==> src/hdl/rcfg_consts.svh <==
// PCS reconfiguration sequencer constants
// end-marker address, table geometry and PCS mode bit positions

`ifndef RCFG_CONSTS_SVH
`define RCFG_CONSTS_SVH

// table walk limits
`define RCFG_END_ADDR   10'h3FF
`define RCFG_TBL_DEPTH  7
`define RCFG_MAX_STEPS  8

// bit positions in the one-hot pcs mode
`define RCFG_MODE_AN    0
`define RCFG_MODE_LT    1
`define RCFG_MODE_TENG  2
`define RCFG_MODE_GIGE  3

// XAUI on bit 4 and 10G-FEC on bit 5 have no table in either variant
// so no position is defined for them here

`endif

==> src/hdl/rcfg_ctrl_pkg.sv <==
// PCS reconfiguration control types
// state encoding of the table walking sequencer

package rcfg_ctrl_pkg;

  typedef enum logic [2:0] {
    IDLE,
    FETCH,
    RD_ISSUE,
    RD_WAIT,
    WR_ISSUE,
    NEXT,
    FINISH
  } rcfg_state_e;

endpackage

==> src/hdl/rcfg_types_pkg.sv <==
// PCS reconfiguration data types
// vector types for the register port, the data table and the PCS mode

package rcfg_types_pkg;

  // register port address (DPRIO offset)
  typedef logic [9:0] dprio_addr_t;

  // register data, rmw mask and merged write byte
  typedef logic [7:0] dprio_byte_t;

  // row index into a per-mode table
  typedef logic [5:0] tbl_index_t;

  // one-hot pcs mode
  //   bit 0  AN
  //   bit 1  LT
  //   bit 2  10G
  //   bit 3  GigE
  //   bit 4  XAUI
  //   bit 5  10G-FEC
  typedef logic [5:0] pcs_mode_t;

endpackage

==> src/hdl/rcfg_entry_if.sv <==
// Reconfiguration table entry bus
// one table row as seen by the sequencer and the read-modify-write merge

`timescale 1ns/10ps

interface rcfg_entry_if
  import rcfg_types_pkg::*;
();

  dprio_addr_t reg_addr;
  dprio_byte_t mask;
  dprio_byte_t data;
  // row holds the end marker
  logic        last;
  // selected mode has a table in this variant
  logic        supported;

  modport tbl   (output reg_addr, mask, data, last, supported);
  modport seq   (input reg_addr, mask, last, supported);
  modport merge (input mask, data);

endinterface

==> src/hdl/rcfg_data_table.sv <==
// PCS reconfiguration data table
// Constant per-mode rows of {address, mask, data}, selected by the one-hot
// pcs mode with priority AN, LT, 10G, GigE. Backplane variant holds all
// four modes, lineside only 10G and GigE. Fully combinational.

`timescale 1ns/10ps

`include "rcfg_consts.svh"

module rcfg_data_table
  import rcfg_types_pkg::*;
#(
  parameter bit synth_an_lt = 1'b1
) (
  input  tbl_index_t   index,
  input  pcs_mode_t    pcs_mode,
  rcfg_entry_if.tbl    entry
);

  // row layout is address[25:16] mask[15:8] data[7:0]
  localparam logic [25:0] end_word = {`RCFG_END_ADDR, 8'hFF, 8'hFF};

  logic [25:0] word;
  logic [25:0] sel_word;
  logic        hit;
  logic        in_range;
  logic [2:0]  row;

  assign in_range = (index < tbl_index_t'(`RCFG_TBL_DEPTH));
  assign row      = index[2:0];

  generate
    if (synth_an_lt) begin : backplane
      //==========================================================================
      // backplane tables
      //==========================================================================
      localparam logic [25:0] an_tbl [`RCFG_TBL_DEPTH] = '{
        26'h0060703, 26'h0240705, 26'h037FF00, 26'h087E783,
        26'h13BFF00, 26'h13F0F07, 26'h3FFFFFF
      };
      localparam logic [25:0] lt_tbl [`RCFG_TBL_DEPTH] = '{
        26'h0060703, 26'h0240701, 26'h037FF00, 26'h087E743,
        26'h13BFF00, 26'h13F0F07, 26'h3FFFFFF
      };
      localparam logic [25:0] teng_tbl [`RCFG_TBL_DEPTH] = '{
        26'h0060703, 26'h0240701, 26'h037FF00, 26'h087E747,
        26'h13BFF00, 26'h13F0F07, 26'h3FFFFFF
      };
      localparam logic [25:0] gige_tbl [`RCFG_TBL_DEPTH] = '{
        26'h0060702, 26'h0240700, 26'h037FF01, 26'h087E740,
        26'h13BFF48, 26'h13F0F01, 26'h3FFFFFF
      };

      always_comb begin
        hit  = 1'b1;
        word = '0;
        if (pcs_mode[`RCFG_MODE_AN]) begin
          word = an_tbl[row];
        end else if (pcs_mode[`RCFG_MODE_LT]) begin
          word = lt_tbl[row];
        end else if (pcs_mode[`RCFG_MODE_TENG]) begin
          word = teng_tbl[row];
        end else if (pcs_mode[`RCFG_MODE_GIGE]) begin
          word = gige_tbl[row];
        end else begin
          hit = 1'b0;
        end
      end
    end else begin : lineside
      //==========================================================================
      // lineside tables, data modes only
      //==========================================================================
      localparam logic [25:0] teng_tbl [`RCFG_TBL_DEPTH] = '{
        26'h0060703, 26'h0240301, 26'h037FF00, 26'h0870707,
        26'h13BFF00, 26'h13F0F07, 26'h3FFFFFF
      };
      localparam logic [25:0] gige_tbl [`RCFG_TBL_DEPTH] = '{
        26'h0060702, 26'h0240300, 26'h037FF01, 26'h0870700,
        26'h13BFF48, 26'h13F0F01, 26'h3FFFFFF
      };

      always_comb begin
        hit  = 1'b1;
        word = '0;
        if (pcs_mode[`RCFG_MODE_TENG]) begin
          word = teng_tbl[row];
        end else if (pcs_mode[`RCFG_MODE_GIGE]) begin
          word = gige_tbl[row];
        end else begin
          hit = 1'b0;
        end
      end
    end
  endgenerate

  // rows past the depth read back as the end marker
  assign sel_word = !hit     ? '0   :
                    in_range ? word : end_word;

  assign entry.reg_addr  = sel_word[25:16];
  assign entry.mask      = sel_word[15:8];
  assign entry.data      = sel_word[7:0];
  assign entry.supported = hit;
  assign entry.last      = hit && (sel_word[25:16] == `RCFG_END_ADDR);

endmodule

==> src/hdl/rcfg_rmw_merge.sv <==
// Read-modify-write merge
// Keeps the read byte outside the entry mask and substitutes the entry
// data under the mask. A full-mask entry bypasses the read path and
// writes the entry data directly.

`timescale 1ns/10ps

module rcfg_rmw_merge
  import rcfg_types_pkg::*;
(
  input  logic        mgmt_clk,
  input  logic        arst_n,
  input  logic        capture,
  input  logic        bypass,
  input  dprio_byte_t readdata,
  rcfg_entry_if.merge entry,
  output dprio_byte_t wdata
);

  dprio_byte_t merged_d;
  dprio_byte_t merged_q;

  // masked bits from the table, the rest from the register
  assign merged_d = (readdata & ~entry.mask) | (entry.data & entry.mask);

  always_ff @(posedge mgmt_clk or negedge arst_n) begin
    if (!arst_n) begin
      merged_q <= '0;
    end else if (capture) begin
      merged_q <= merged_d;
    end
  end

  assign wdata = bypass ? entry.data : merged_q;

  // a full-mask entry must never reach the read phase
  a_no_capture_in_bypass: assert property (
    @(posedge mgmt_clk) disable iff (!arst_n) !(capture && bypass)
  );

endmodule

==> src/hdl/rcfg_seq_fsm.sv <==
// Reconfiguration sequencer FSM
// Walks the table for the registered mode, one read-modify-write per
// entry on the register port. Strobes wait for the port busy to drop.
// Ends with a done pulse at the end marker, or an error pulse for an
// unsupported mode or a table overrun.

`timescale 1ns/10ps

module rcfg_seq_fsm
  import rcfg_types_pkg::*;
  import rcfg_ctrl_pkg::*;
(
  input  logic        mgmt_clk,
  input  logic        arst_n,
  input  logic        start,
  rcfg_entry_if.seq   entry,
  input  logic        overrun,
  input  dprio_byte_t wdata,
  input  logic        busy_in,
  input  logic        readdatavalid,
  output dprio_addr_t address,
  output dprio_byte_t writedata,
  output logic        read,
  output logic        write,
  output logic        clear,
  output logic        advance,
  output logic        capture,
  output logic        bypass,
  output logic        seq_busy,
  output logic        done,
  output logic        error
);

  rcfg_state_e state_q;
  rcfg_state_e state_d;
  logic        fetch_err;
  logic        full_mask;
  logic        done_q;
  logic        error_q;

  assign fetch_err = !entry.supported || overrun;
  assign full_mask = (entry.mask == 8'hFF);

  //============================================================================
  // next state and strobes
  //============================================================================
  always_comb begin
    state_d = state_q;
    clear   = 1'b0;
    advance = 1'b0;
    read    = 1'b0;
    write   = 1'b0;
    capture = 1'b0;
    case (state_q)
      IDLE: begin
        if (start) begin
          clear   = 1'b1;
          state_d = FETCH;
        end
      end
      FETCH: begin
        if (fetch_err || entry.last) begin
          state_d = FINISH;
        end else if (full_mask) begin
          state_d = WR_ISSUE;
        end else begin
          state_d = RD_ISSUE;
        end
      end
      RD_ISSUE: begin
        if (!busy_in) begin
          read    = 1'b1;
          state_d = RD_WAIT;
        end
      end
      RD_WAIT: begin
        if (readdatavalid) begin
          capture = 1'b1;
          state_d = WR_ISSUE;
        end
      end
      WR_ISSUE: begin
        if (!busy_in) begin
          write   = 1'b1;
          state_d = NEXT;
        end
      end
      NEXT: begin
        advance = 1'b1;
        state_d = FETCH;
      end
      FINISH:  state_d = IDLE;
      default: state_d = IDLE;
    endcase
  end

  //============================================================================
  // state and completion pulses
  //============================================================================
  always_ff @(posedge mgmt_clk or negedge arst_n) begin
    if (!arst_n) begin
      state_q <= IDLE;
      done_q  <= 1'b0;
      error_q <= 1'b0;
    end else begin
      state_q <= state_d;
      // both land in the single FINISH cycle
      error_q <= (state_q == FETCH) && fetch_err;
      done_q  <= (state_q == FETCH) && !fetch_err && entry.last;
    end
  end

  assign address   = entry.reg_addr;
  assign writedata = wdata;
  assign bypass    = full_mask;
  assign seq_busy  = (state_q != IDLE);
  assign done      = done_q;
  assign error     = error_q;

  // register port rules
  a_rd_wr_excl: assert property (
    @(posedge mgmt_clk) disable iff (!arst_n) !(read && write)
  );
  a_no_strobe_when_busy: assert property (
    @(posedge mgmt_clk) disable iff (!arst_n) (read || write) |-> !busy_in
  );

endmodule

==> src/hdl/rcfg_step_counter.sv <==
// Table step counter
// row index for the table walk, cleared at run start and advanced once
// per finished entry; flags an overrun past the step limit

`timescale 1ns/10ps

`include "rcfg_consts.svh"

module rcfg_step_counter
  import rcfg_types_pkg::*;
(
  input  logic       mgmt_clk,
  input  logic       arst_n,
  input  logic       clear,
  input  logic       advance,
  output tbl_index_t index,
  output logic       overrun
);

  always_ff @(posedge mgmt_clk or negedge arst_n) begin
    if (!arst_n) begin
      index <= '0;
    end else if (clear) begin
      index <= '0;
    end else if (advance) begin
      index <= index + tbl_index_t'(1);
    end
  end

  // table never ended within the step limit
  assign overrun = (index >= tbl_index_t'(`RCFG_MAX_STEPS));

  // sequencer issues at most one counter command per cycle
  a_clear_advance_excl: assert property (
    @(posedge mgmt_clk) disable iff (!arst_n) !(clear && advance)
  );

endmodule

==> src/hdl/rcfg_top.sv <==
// PCS reconfiguration sequencer top level
// Registers the requested mode at start, then walks the per-mode table
// with read-modify-writes on the DPRIO style register port.
// synth_an_lt selects the backplane (1) or lineside (0) table set.

`timescale 1ns/10ps

module rcfg_top
  import rcfg_types_pkg::*;
#(
  parameter bit synth_an_lt = 1'b1
) (
  input  logic        mgmt_clk,
  input  logic        arst_n,
  input  logic        start,
  input  pcs_mode_t   pcs_mode,
  input  dprio_byte_t rcfg_readdata,
  input  logic        rcfg_readdatavalid,
  input  logic        rcfg_busy,
  output dprio_addr_t rcfg_address,
  output dprio_byte_t rcfg_writedata,
  output logic        rcfg_read,
  output logic        rcfg_write,
  output logic        seq_busy,
  output logic        done,
  output logic        error
);

  pcs_mode_t   mode_q;
  tbl_index_t  index;
  logic        clear;
  logic        advance;
  logic        overrun;
  logic        capture;
  logic        bypass;
  dprio_byte_t wdata;

  rcfg_entry_if entry_if_i ();

  // mode held for the whole run, start ignored while busy
  always_ff @(posedge mgmt_clk or negedge arst_n) begin
    if (!arst_n) begin
      mode_q <= '0;
    end else if (start && !seq_busy) begin
      mode_q <= pcs_mode;
    end
  end

  rcfg_data_table #(
    .synth_an_lt (synth_an_lt)
  ) table_i (
    .index    (index),
    .pcs_mode (mode_q),
    .entry    (entry_if_i.tbl)
  );

  rcfg_step_counter counter_i (
    .mgmt_clk (mgmt_clk),
    .arst_n   (arst_n),
    .clear    (clear),
    .advance  (advance),
    .index    (index),
    .overrun  (overrun)
  );

  rcfg_rmw_merge merge_i (
    .mgmt_clk (mgmt_clk),
    .arst_n   (arst_n),
    .capture  (capture),
    .bypass   (bypass),
    .readdata (rcfg_readdata),
    .entry    (entry_if_i.merge),
    .wdata    (wdata)
  );

  rcfg_seq_fsm fsm_i (
    .mgmt_clk      (mgmt_clk),
    .arst_n        (arst_n),
    .start         (start),
    .entry         (entry_if_i.seq),
    .overrun       (overrun),
    .wdata         (wdata),
    .busy_in       (rcfg_busy),
    .readdatavalid (rcfg_readdatavalid),
    .address       (rcfg_address),
    .writedata     (rcfg_writedata),
    .read          (rcfg_read),
    .write         (rcfg_write),
    .clear         (clear),
    .advance       (advance),
    .capture       (capture),
    .bypass        (bypass),
    .seq_busy      (seq_busy),
    .done          (done),
    .error         (error)
  );

endmodule

==> config.mk <==
export PLATFORM = sky130hd
export DESIGN_NAME = rcfg_top
export DESIGN_NICKNAME = d
export VERILOG_FILES = /design/src/hdl/rcfg_ctrl_pkg.sv /design/src/hdl/rcfg_types_pkg.sv /design/src/hdl/rcfg_entry_if.sv /design/src/hdl/rcfg_data_table.sv /design/src/hdl/rcfg_rmw_merge.sv /design/src/hdl/rcfg_seq_fsm.sv /design/src/hdl/rcfg_step_counter.sv /design/src/hdl/rcfg_top.sv
export VERILOG_INCLUDE_DIRS = /design/src /design/src/hdl
export SDC_FILE = /design/constraint.sdc
export NUM_CORES = 1
export LEC_CHECK = 0
export ABC_CLOCK_PERIOD_IN_PS = 3300
export BUFFER_PORTS_ARGS = -buffer_cell sky130_fd_sc_hd__buf_2
export CAP_MARGIN = 15
export CORE_ASPECT_RATIO = 0.7
export CORE_MARGIN = 4
export CORE_UTILIZATION = 56
export CTS_CLUSTER_DIAMETER = 150
export DETAILED_ROUTE_END_ITERATION = 6
export GPL_ROUTABILITY_DRIVEN = 1
export MAX_ROUTING_LAYER = met4
export PLACE_DENSITY_LB_ADDON = 0.2
export SETUP_SLACK_MARGIN = 0.2
export SLEW_MARGIN = 15
export SYNTH_ARGS = -nofsm -noshare
export SYNTH_HDL_FRONTEND = slang
export SYNTH_HIERARCHICAL = 1
export SYNTH_SLANG_ARGS = --single-unit
==> constraint.sdc <==
create_clock -name mgmt_clk -period 3.3 [get_ports mgmt_clk]
set_input_delay 0 -clock mgmt_clk [delete_from_list [all_inputs] [get_ports mgmt_clk]]
set_output_delay 0 -clock mgmt_clk [all_outputs]
set_load 0.005 [all_outputs]
==> run summary, run 1 <==
status = complete, no violations
final core utilization = 0.613
Pleak = 1.02 nW
Die Area = 0.00470 sq mm
CTS Buffer Depth = 2
worst path required time = 3.30 ns
port buffer count = 39
TritonCTS Sinks = 23
pwr dens = 721 mW/mm^2
TNS Setup = 0 ns
switching share of total power = 0.422
number of global-route vias before repair = 1474
Gate power share = 0.548
Core Box Area = 0.00351 sq mm
fill cell count = 353
r2r endpoint = fsm_i/state_q[2]
Setup-failing EPs final = 0
Num CTS Buffers = 3
Final Cycle Share = 0.814
worst-margin pin slew = 0.642 ns
IO Pins = 42
grt total ovfl = 0
Worst Hold End = merge_i/merged_q[4]
Hold WS = 0.0265 ns
sequential power share = 0.338
Sw Pwr = 0.000655 W
GPL Wtd Cong = 0.898
DRT iter0 DRCs = 95
Worst VDD drop = 0.503 mV
Slew Limit Fails = 0
FF-to-FF Start = mode_q[2]
# nets final = 272
max_slew headroom = 0.572
first-pass GRT wire length = 6960 um
DP Worst Slack = 0.901 ns
share of cells above drive strength 1 = 0.324
Clock transition at path regs = 0.08 ns
clock power share = 0.115
most common cell after layout, fill and taps aside = buf_2
final wirelength = 4070 um
WHS Path Cells = 3
Post-Syn Area = 0.00205 sq mm
n_diodes = 0
initial antenna violation count = 0
post-layout min period = 2.68 ns
DRC Markers = 0
1st-pass router iterations = 5
Crit. End Element = output port
vias = 1593
Die X = 80.3 um
crit-path max FO = 13
Setup CP Type = reg -> out
unrepaired setup endpoints after global routing = false
largest net degree at the start of global routing = 24
HPWL after DPL = 3000 um
Hold Fails Final Rpt = 0
max_cap viols = 0
Largest stage delay, worst path = 0.43 ns
synthesized instance count = 227
HP Class = in -> reg
CTS tree = done
die extent in y = 58.6 um
Final Worst Setup Slack = 0.615 ns
critical-path cell list = or2_1 > nor3_4 > inv_1 > nand4_1 > nor2_1 > buf_4 > mux2_4 > buf_2
later-pin clock latency in the skew report = 0.27 ns
Starting Density = 0.583
Ys Warns = 6
R2R setup slack = 1.12 ns
gr usage total = 0.192
crit path DAT = 2.68 ns
CP startpoint kind = flop
max frequency = 372 MHz
hold_sp = rcfg_readdata[4]
Reg2Reg Depth = 6
per-cell routed wire length = 13.8 um
Clock Skews = 0.00434 ns
Mean Syn Cell Area = 9.02 sq um
commonest non-fill, non-tap cells in the layout = buf_2, nor2_1, dfrtp_1, a21oi_1, nand2_1
num rows = 18
Area Overhead vs Synth = 5.07%
Critical-path top delay cell = nor3_4
Internal Power = 0.000897 W
antenna-violating nets left = 0
clk root buf = clkbuf_8
Max H-tree Level = 1
Mapped Nets = 254
Via density = 5.42
[power by group through the flow]
stage	Sequential (W)	Clock, W	Combinational (W)
2_1_floorplan	0.000485	0	0.000833
3_3_place_gp	0.000521	0	0.000831
3_5_place_dp	0.000528	0	0.000844
4_1_cts	0.000523	0.000186	0.000855
5_1_grt	0.000545	0.000194	0.000952
6_report	0.000524	0.000178	0.000850
[cell type report]
type / instances / area, sq um / share of cell area
clock buffers: 4 / 45.0 / 0.0209
multi-input cells: 157 / 1140 / 0.532
inverters: 11 / 41.3 / 0.0192
repair buffers: 49 / 283 / 0.131
flip-flops and latches: 23 / 576 / 0.267
well taps: 50 / 62.6 / 0.0291
[registers in the layout, indices dropped and copies added, names as in the netlist]
name,cells
counter_i/index,6
fsm_i/done,1
fsm_i/error,1
fsm_i/state_q,3
merge_i/merged_q,8
mode_q,4
[worst max-delay path by stage]
stage                       startpoint                 to  slack, ns  cells after the start
finish                       mode_q[2]  rcfg_writedata[0]       0.62                      8
global route        counter_i/index[0]  rcfg_writedata[0]       0.39                      9
CTS                          mode_q[2]  rcfg_writedata[0]       0.61                      8
detailed placement           mode_q[2]  rcfg_writedata[0]       0.90                      8
global placement             mode_q[2]  rcfg_writedata[0]       0.91                      8
floorplan           counter_i/index[1]  rcfg_writedata[0]       0.92                     11
[worst max-delay path, delay by kind of cell (launching register included)]
kind                   cells  cell delay, ns
buffers and inverters      3            0.55
DFF                        1            0.42
muxes                      1            0.30
and+or+nand+nor            4            1.16
[through the flow]
| stage | area [sq um] | instances | power [W] |
|---|---|---|---|
| 6_report | 2150 | 294 | 0.00155 |
| 5_1_grt | 2150 | 294 | 0.00169 |
| 4_1_cts | 2140 | 293 | 0.00156 |
| 3_5_place_dp | 2050 | 284 | 0.00137 |
| 3_3_place_gp | 2050 | 284 | 0.00135 |
| 2_1_floorplan | 2050 | 227 | 0.00132 |
[per-layer routing]
metal	GRT usage	wire length, um	vias up
met5	-	0	-
met4	0.0313	17	0
met3	0.0489	283	2
li1	-	-	797
met2	0.292	1790	49
met1	0.265	1980	745
[timing repair]
item | 4_1_cts | 5_1_grt
resized for setup | 0 | 0
buffers inserted | 0 | 0
hold endpoints to repair | 27 | 0
hold buffers | 5 | 0
(Power assumes the default switching activity.)
==> run 2, diff against run 1 <==
--- a/config.mk
+++ b/config.mk
@@ -6,12 +6,12 @@
 export SDC_FILE = /design/constraint.sdc
 export NUM_CORES = 1
 export LEC_CHECK = 0
-export ABC_CLOCK_PERIOD_IN_PS = 3300
+export ABC_CLOCK_PERIOD_IN_PS = 2250
 export BUFFER_PORTS_ARGS = -buffer_cell sky130_fd_sc_hd__buf_2
 export CAP_MARGIN = 15
 export CORE_ASPECT_RATIO = 0.7
 export CORE_MARGIN = 4
-export CORE_UTILIZATION = 56
+export CORE_UTILIZATION = 50
 export CTS_CLUSTER_DIAMETER = 150
 export DETAILED_ROUTE_END_ITERATION = 6
 export GPL_ROUTABILITY_DRIVEN = 1
==> constraint.sdc (replaced) <==
create_clock -name mgmt_clk -period 2.25 [get_ports mgmt_clk]
set_input_delay 0 -clock mgmt_clk [delete_from_list [all_inputs] [get_ports mgmt_clk]]
set_output_delay 0 -clock mgmt_clk [all_outputs]
set_load 0.005 [all_outputs]
==> run summary, run 2 (synthesis gave the netlist of run 1 again) <==
Total Power = 0.00276 W (was 0.00155 W)
HPWL after DPL = 3310 um (was 3000 um)
WP buf/inv = 2 (was 3)
per-cell routed wire length = 14.5 um (was 13.8 um)
Reg2Reg Depth = 8 (was 6)
n_diodes = 0 (unchanged)
HP Class = in -> reg (unchanged)
routed wl met3 = 321 um (was 283 um)
most common cell after layout, fill and taps aside = buf_4 (was buf_2)
worst-margin pin slew = 0.546 ns (was 0.642 ns)
GPL Wtd Cong = 0.943 (was 0.898)
Max H-tree Level = 1 (unchanged)
port buffer count = 39 (unchanged)
Starting Density = 0.519 (was 0.583)
Setup CP Type = reg -> out (unchanged)
routed length on met2 = 2140 um (was 1790 um)
Final Cycle Share = 0.985
max_cap viols = 0 (unchanged)
Die X = 84.5 um (was 80.3 um)
share of cells above drive strength 1 = 0.460 (was 0.324)
Hold WS = 0.0275 ns (was 0.0265 ns)
wire length on met1 = 2290 um (was 1980 um)
TritonCTS Sinks = 23 (unchanged)
Worst VDD drop = 0.710 mV (was 0.503 mV)
unrepaired setup endpoints after global routing = true (was false)
critical path startpoint = counter_i/index[4] (was mode_q[2])
DRC Markers = 0 (unchanged)
die extent in y = 61.6 um (was 58.6 um)
Via density = 5.23 (was 5.42)
grt total ovfl = 0 (unchanged)
post-layout min period = 2.22 ns
Top reg by flops = merge_i/merged_q (unchanged)
Largest regs = merge_i/merged_q: 8 flops, counter_i/index: 6 flops, mode_q: 4 flops (unchanged)
1st-pass router iterations = 4 (was 5)
pwr dens = 1090 mW/mm^2 (was 721 mW/mm^2)
antenna-violating nets left = 0 (unchanged)
CTS Buffer Depth = 2 (unchanged)
Slew Limit Fails = 0 (unchanged)
R2R setup slack = 0.30 ns (was 1.12 ns)
# nets final = 306 (was 272)
crit-path max FO = 6 (was 13)
WHS Path Cells = 3 (unchanged)
crit path to = rcfg_writedata[0] (unchanged)
vias = 1725 (was 1593)
commonest non-fill, non-tap cells in the layout = buf_4, buf_2, nor2_1, dfrtp_1, a21oi_1 (was buf_2, nor2_1, dfrtp_1, a21oi_1, nand2_1)
Largest stage delay, worst path = 0.45 ns (was 0.43 ns)
Critical-path top delay cell = or3_4 (was nor3_4)
clk root buf = clkbuf_8 (unchanged)
crit path DAT = 2.22 ns (was 2.68 ns)
first-pass GRT wire length = 7690 um (was 6960 um)
DRT iter0 DRCs = 88 (was 95)
gr usage total = 0.194 (was 0.192)
Crit. End Element = output port (unchanged)
Core Box Area = 0.00395 sq mm (was 0.00351 sq mm)
initial antenna violation count = 0 (unchanged)
critical-path cell list = or3_4 > a21oi_4 > a21oi_4 > nand4_1 > nor2_2 > buf_6 > mux2_4 > buf_6 (was or2_1 > nor3_4 > inv_1 > nand4_1 > nor2_1 > buf_4 > mux2_4 > buf_2)
max frequency = 451 MHz
worst path required time = 2.25 ns (was 3.30 ns)
Pleak = 1.22 nW (was 1.02 nW)
CTS tree = done (unchanged)
FF-to-FF Start = counter_i/index[4] (was mode_q[2])
top cell family by delay on the critical path = simple AND/OR/NAND/NOR gates (unchanged)
uppermost layer routed = met4 (unchanged)
max_slew headroom = 0.636 (was 0.572)
later-pin clock latency in the skew report = 0.27 ns (about the same)
Clock transition at path regs = 0.09 ns (was 0.08 ns)
Hold Fails Final Rpt = 0 (unchanged)
Die Area = 0.00520 sq mm (was 0.00470 sq mm)
Setup-failing EPs final = 0 (unchanged)
Area Overhead vs Synth = 24.3% (was 5.07%)
largest net degree at the start of global routing = 24 (unchanged)
fill cell count = 349 (was 353)
number of global-route vias before repair = 1562 (was 1474)
final wirelength = 4790 um (was 4070 um)
num rows = 19 (was 18)
status = complete, no violations (unchanged)
Crit. path cell count = 8 (unchanged)
IO Pins = 42 (unchanged)
Clock Skews = 0.0111 ns (was 0.00434 ns)
r2r endpoint = fsm_i/state_q[2] (unchanged)
CP startpoint kind = flop (unchanged)
max reg flops = 8 (unchanged)
Num CTS Buffers = 3 (unchanged)
==> run 2: tightest hold or removal path, stage by stage <==
cell and delay [ns]:
buf_2 0.08, mux2i_1 0.05, a21oi_1 0.13
==> run 2: worst min path at each step <==
stage,startpoint,endpoint,slack (ns)
after global routing,rcfg_readdata[3],merge_i/merged_q[3],0.05
after detailed placement,arst_n,fsm_i/state_q[0],0.01
after CTS,rcfg_readdata[3],merge_i/merged_q[3],0.03
after floorplan,arst_n,counter_i/index[0],-0.30
final,rcfg_readdata[6],merge_i/merged_q[6],0.03
after global placement,arst_n,fsm_i/state_q[0],0.01
==> run 2: metal layers <==
metal / vias up / track usage
met5: - / -
met1: 811 / 0.268
li1: 861 / -
met2: 49 / 0.299
met3: 4 / 0.0414
met4: 0 / 0.0339
==> run 2: area by class of cell <==
class	count	area [sq um]	area share
clock buffers	4	45.0	0.0177
multi-input cells	157	1220	0.479
inverters	11	43.8	0.0172
well taps	52	65.1	0.0256
repair buffers	83	593	0.233
flip-flops and latches	23	579	0.228
==> run 2: report_power, final <==
part	leakage (nW)	switching, W	internal [W]
clock network	0.0228	0.000140	0.000127
logic	0.917	0.000789	0.000956
registers	0.281	0.000184	0.000566
total	1.22	0.00111	0.00165
==> run 2: repair_timing <==
item | 4_1_cts | 5_1_grt
pin swaps | 7 | 8
buffers inserted | 18 | 5
endpoints found under the hold margin | 27 | 0
resized for setup | 16 | 9
hold buffers | 5 | 0
endpoints found under the setup margin | 8 | 9
==> run 2: through the flow <==
step	utilization	instance area (sq um)	std cells	setup slack [ns]	setup TNS (ns)
floorplan	-	2070	227	0.208	0
global placement	0.549	2170	298	0.182	0
detailed placement	0.549	2170	298	0.140	0
CTS	0.623	2460	325	0.0594	0
global route	0.645	2540	330	-0.0828	-0.549
finish	0.645	2540	330	0.0336	0
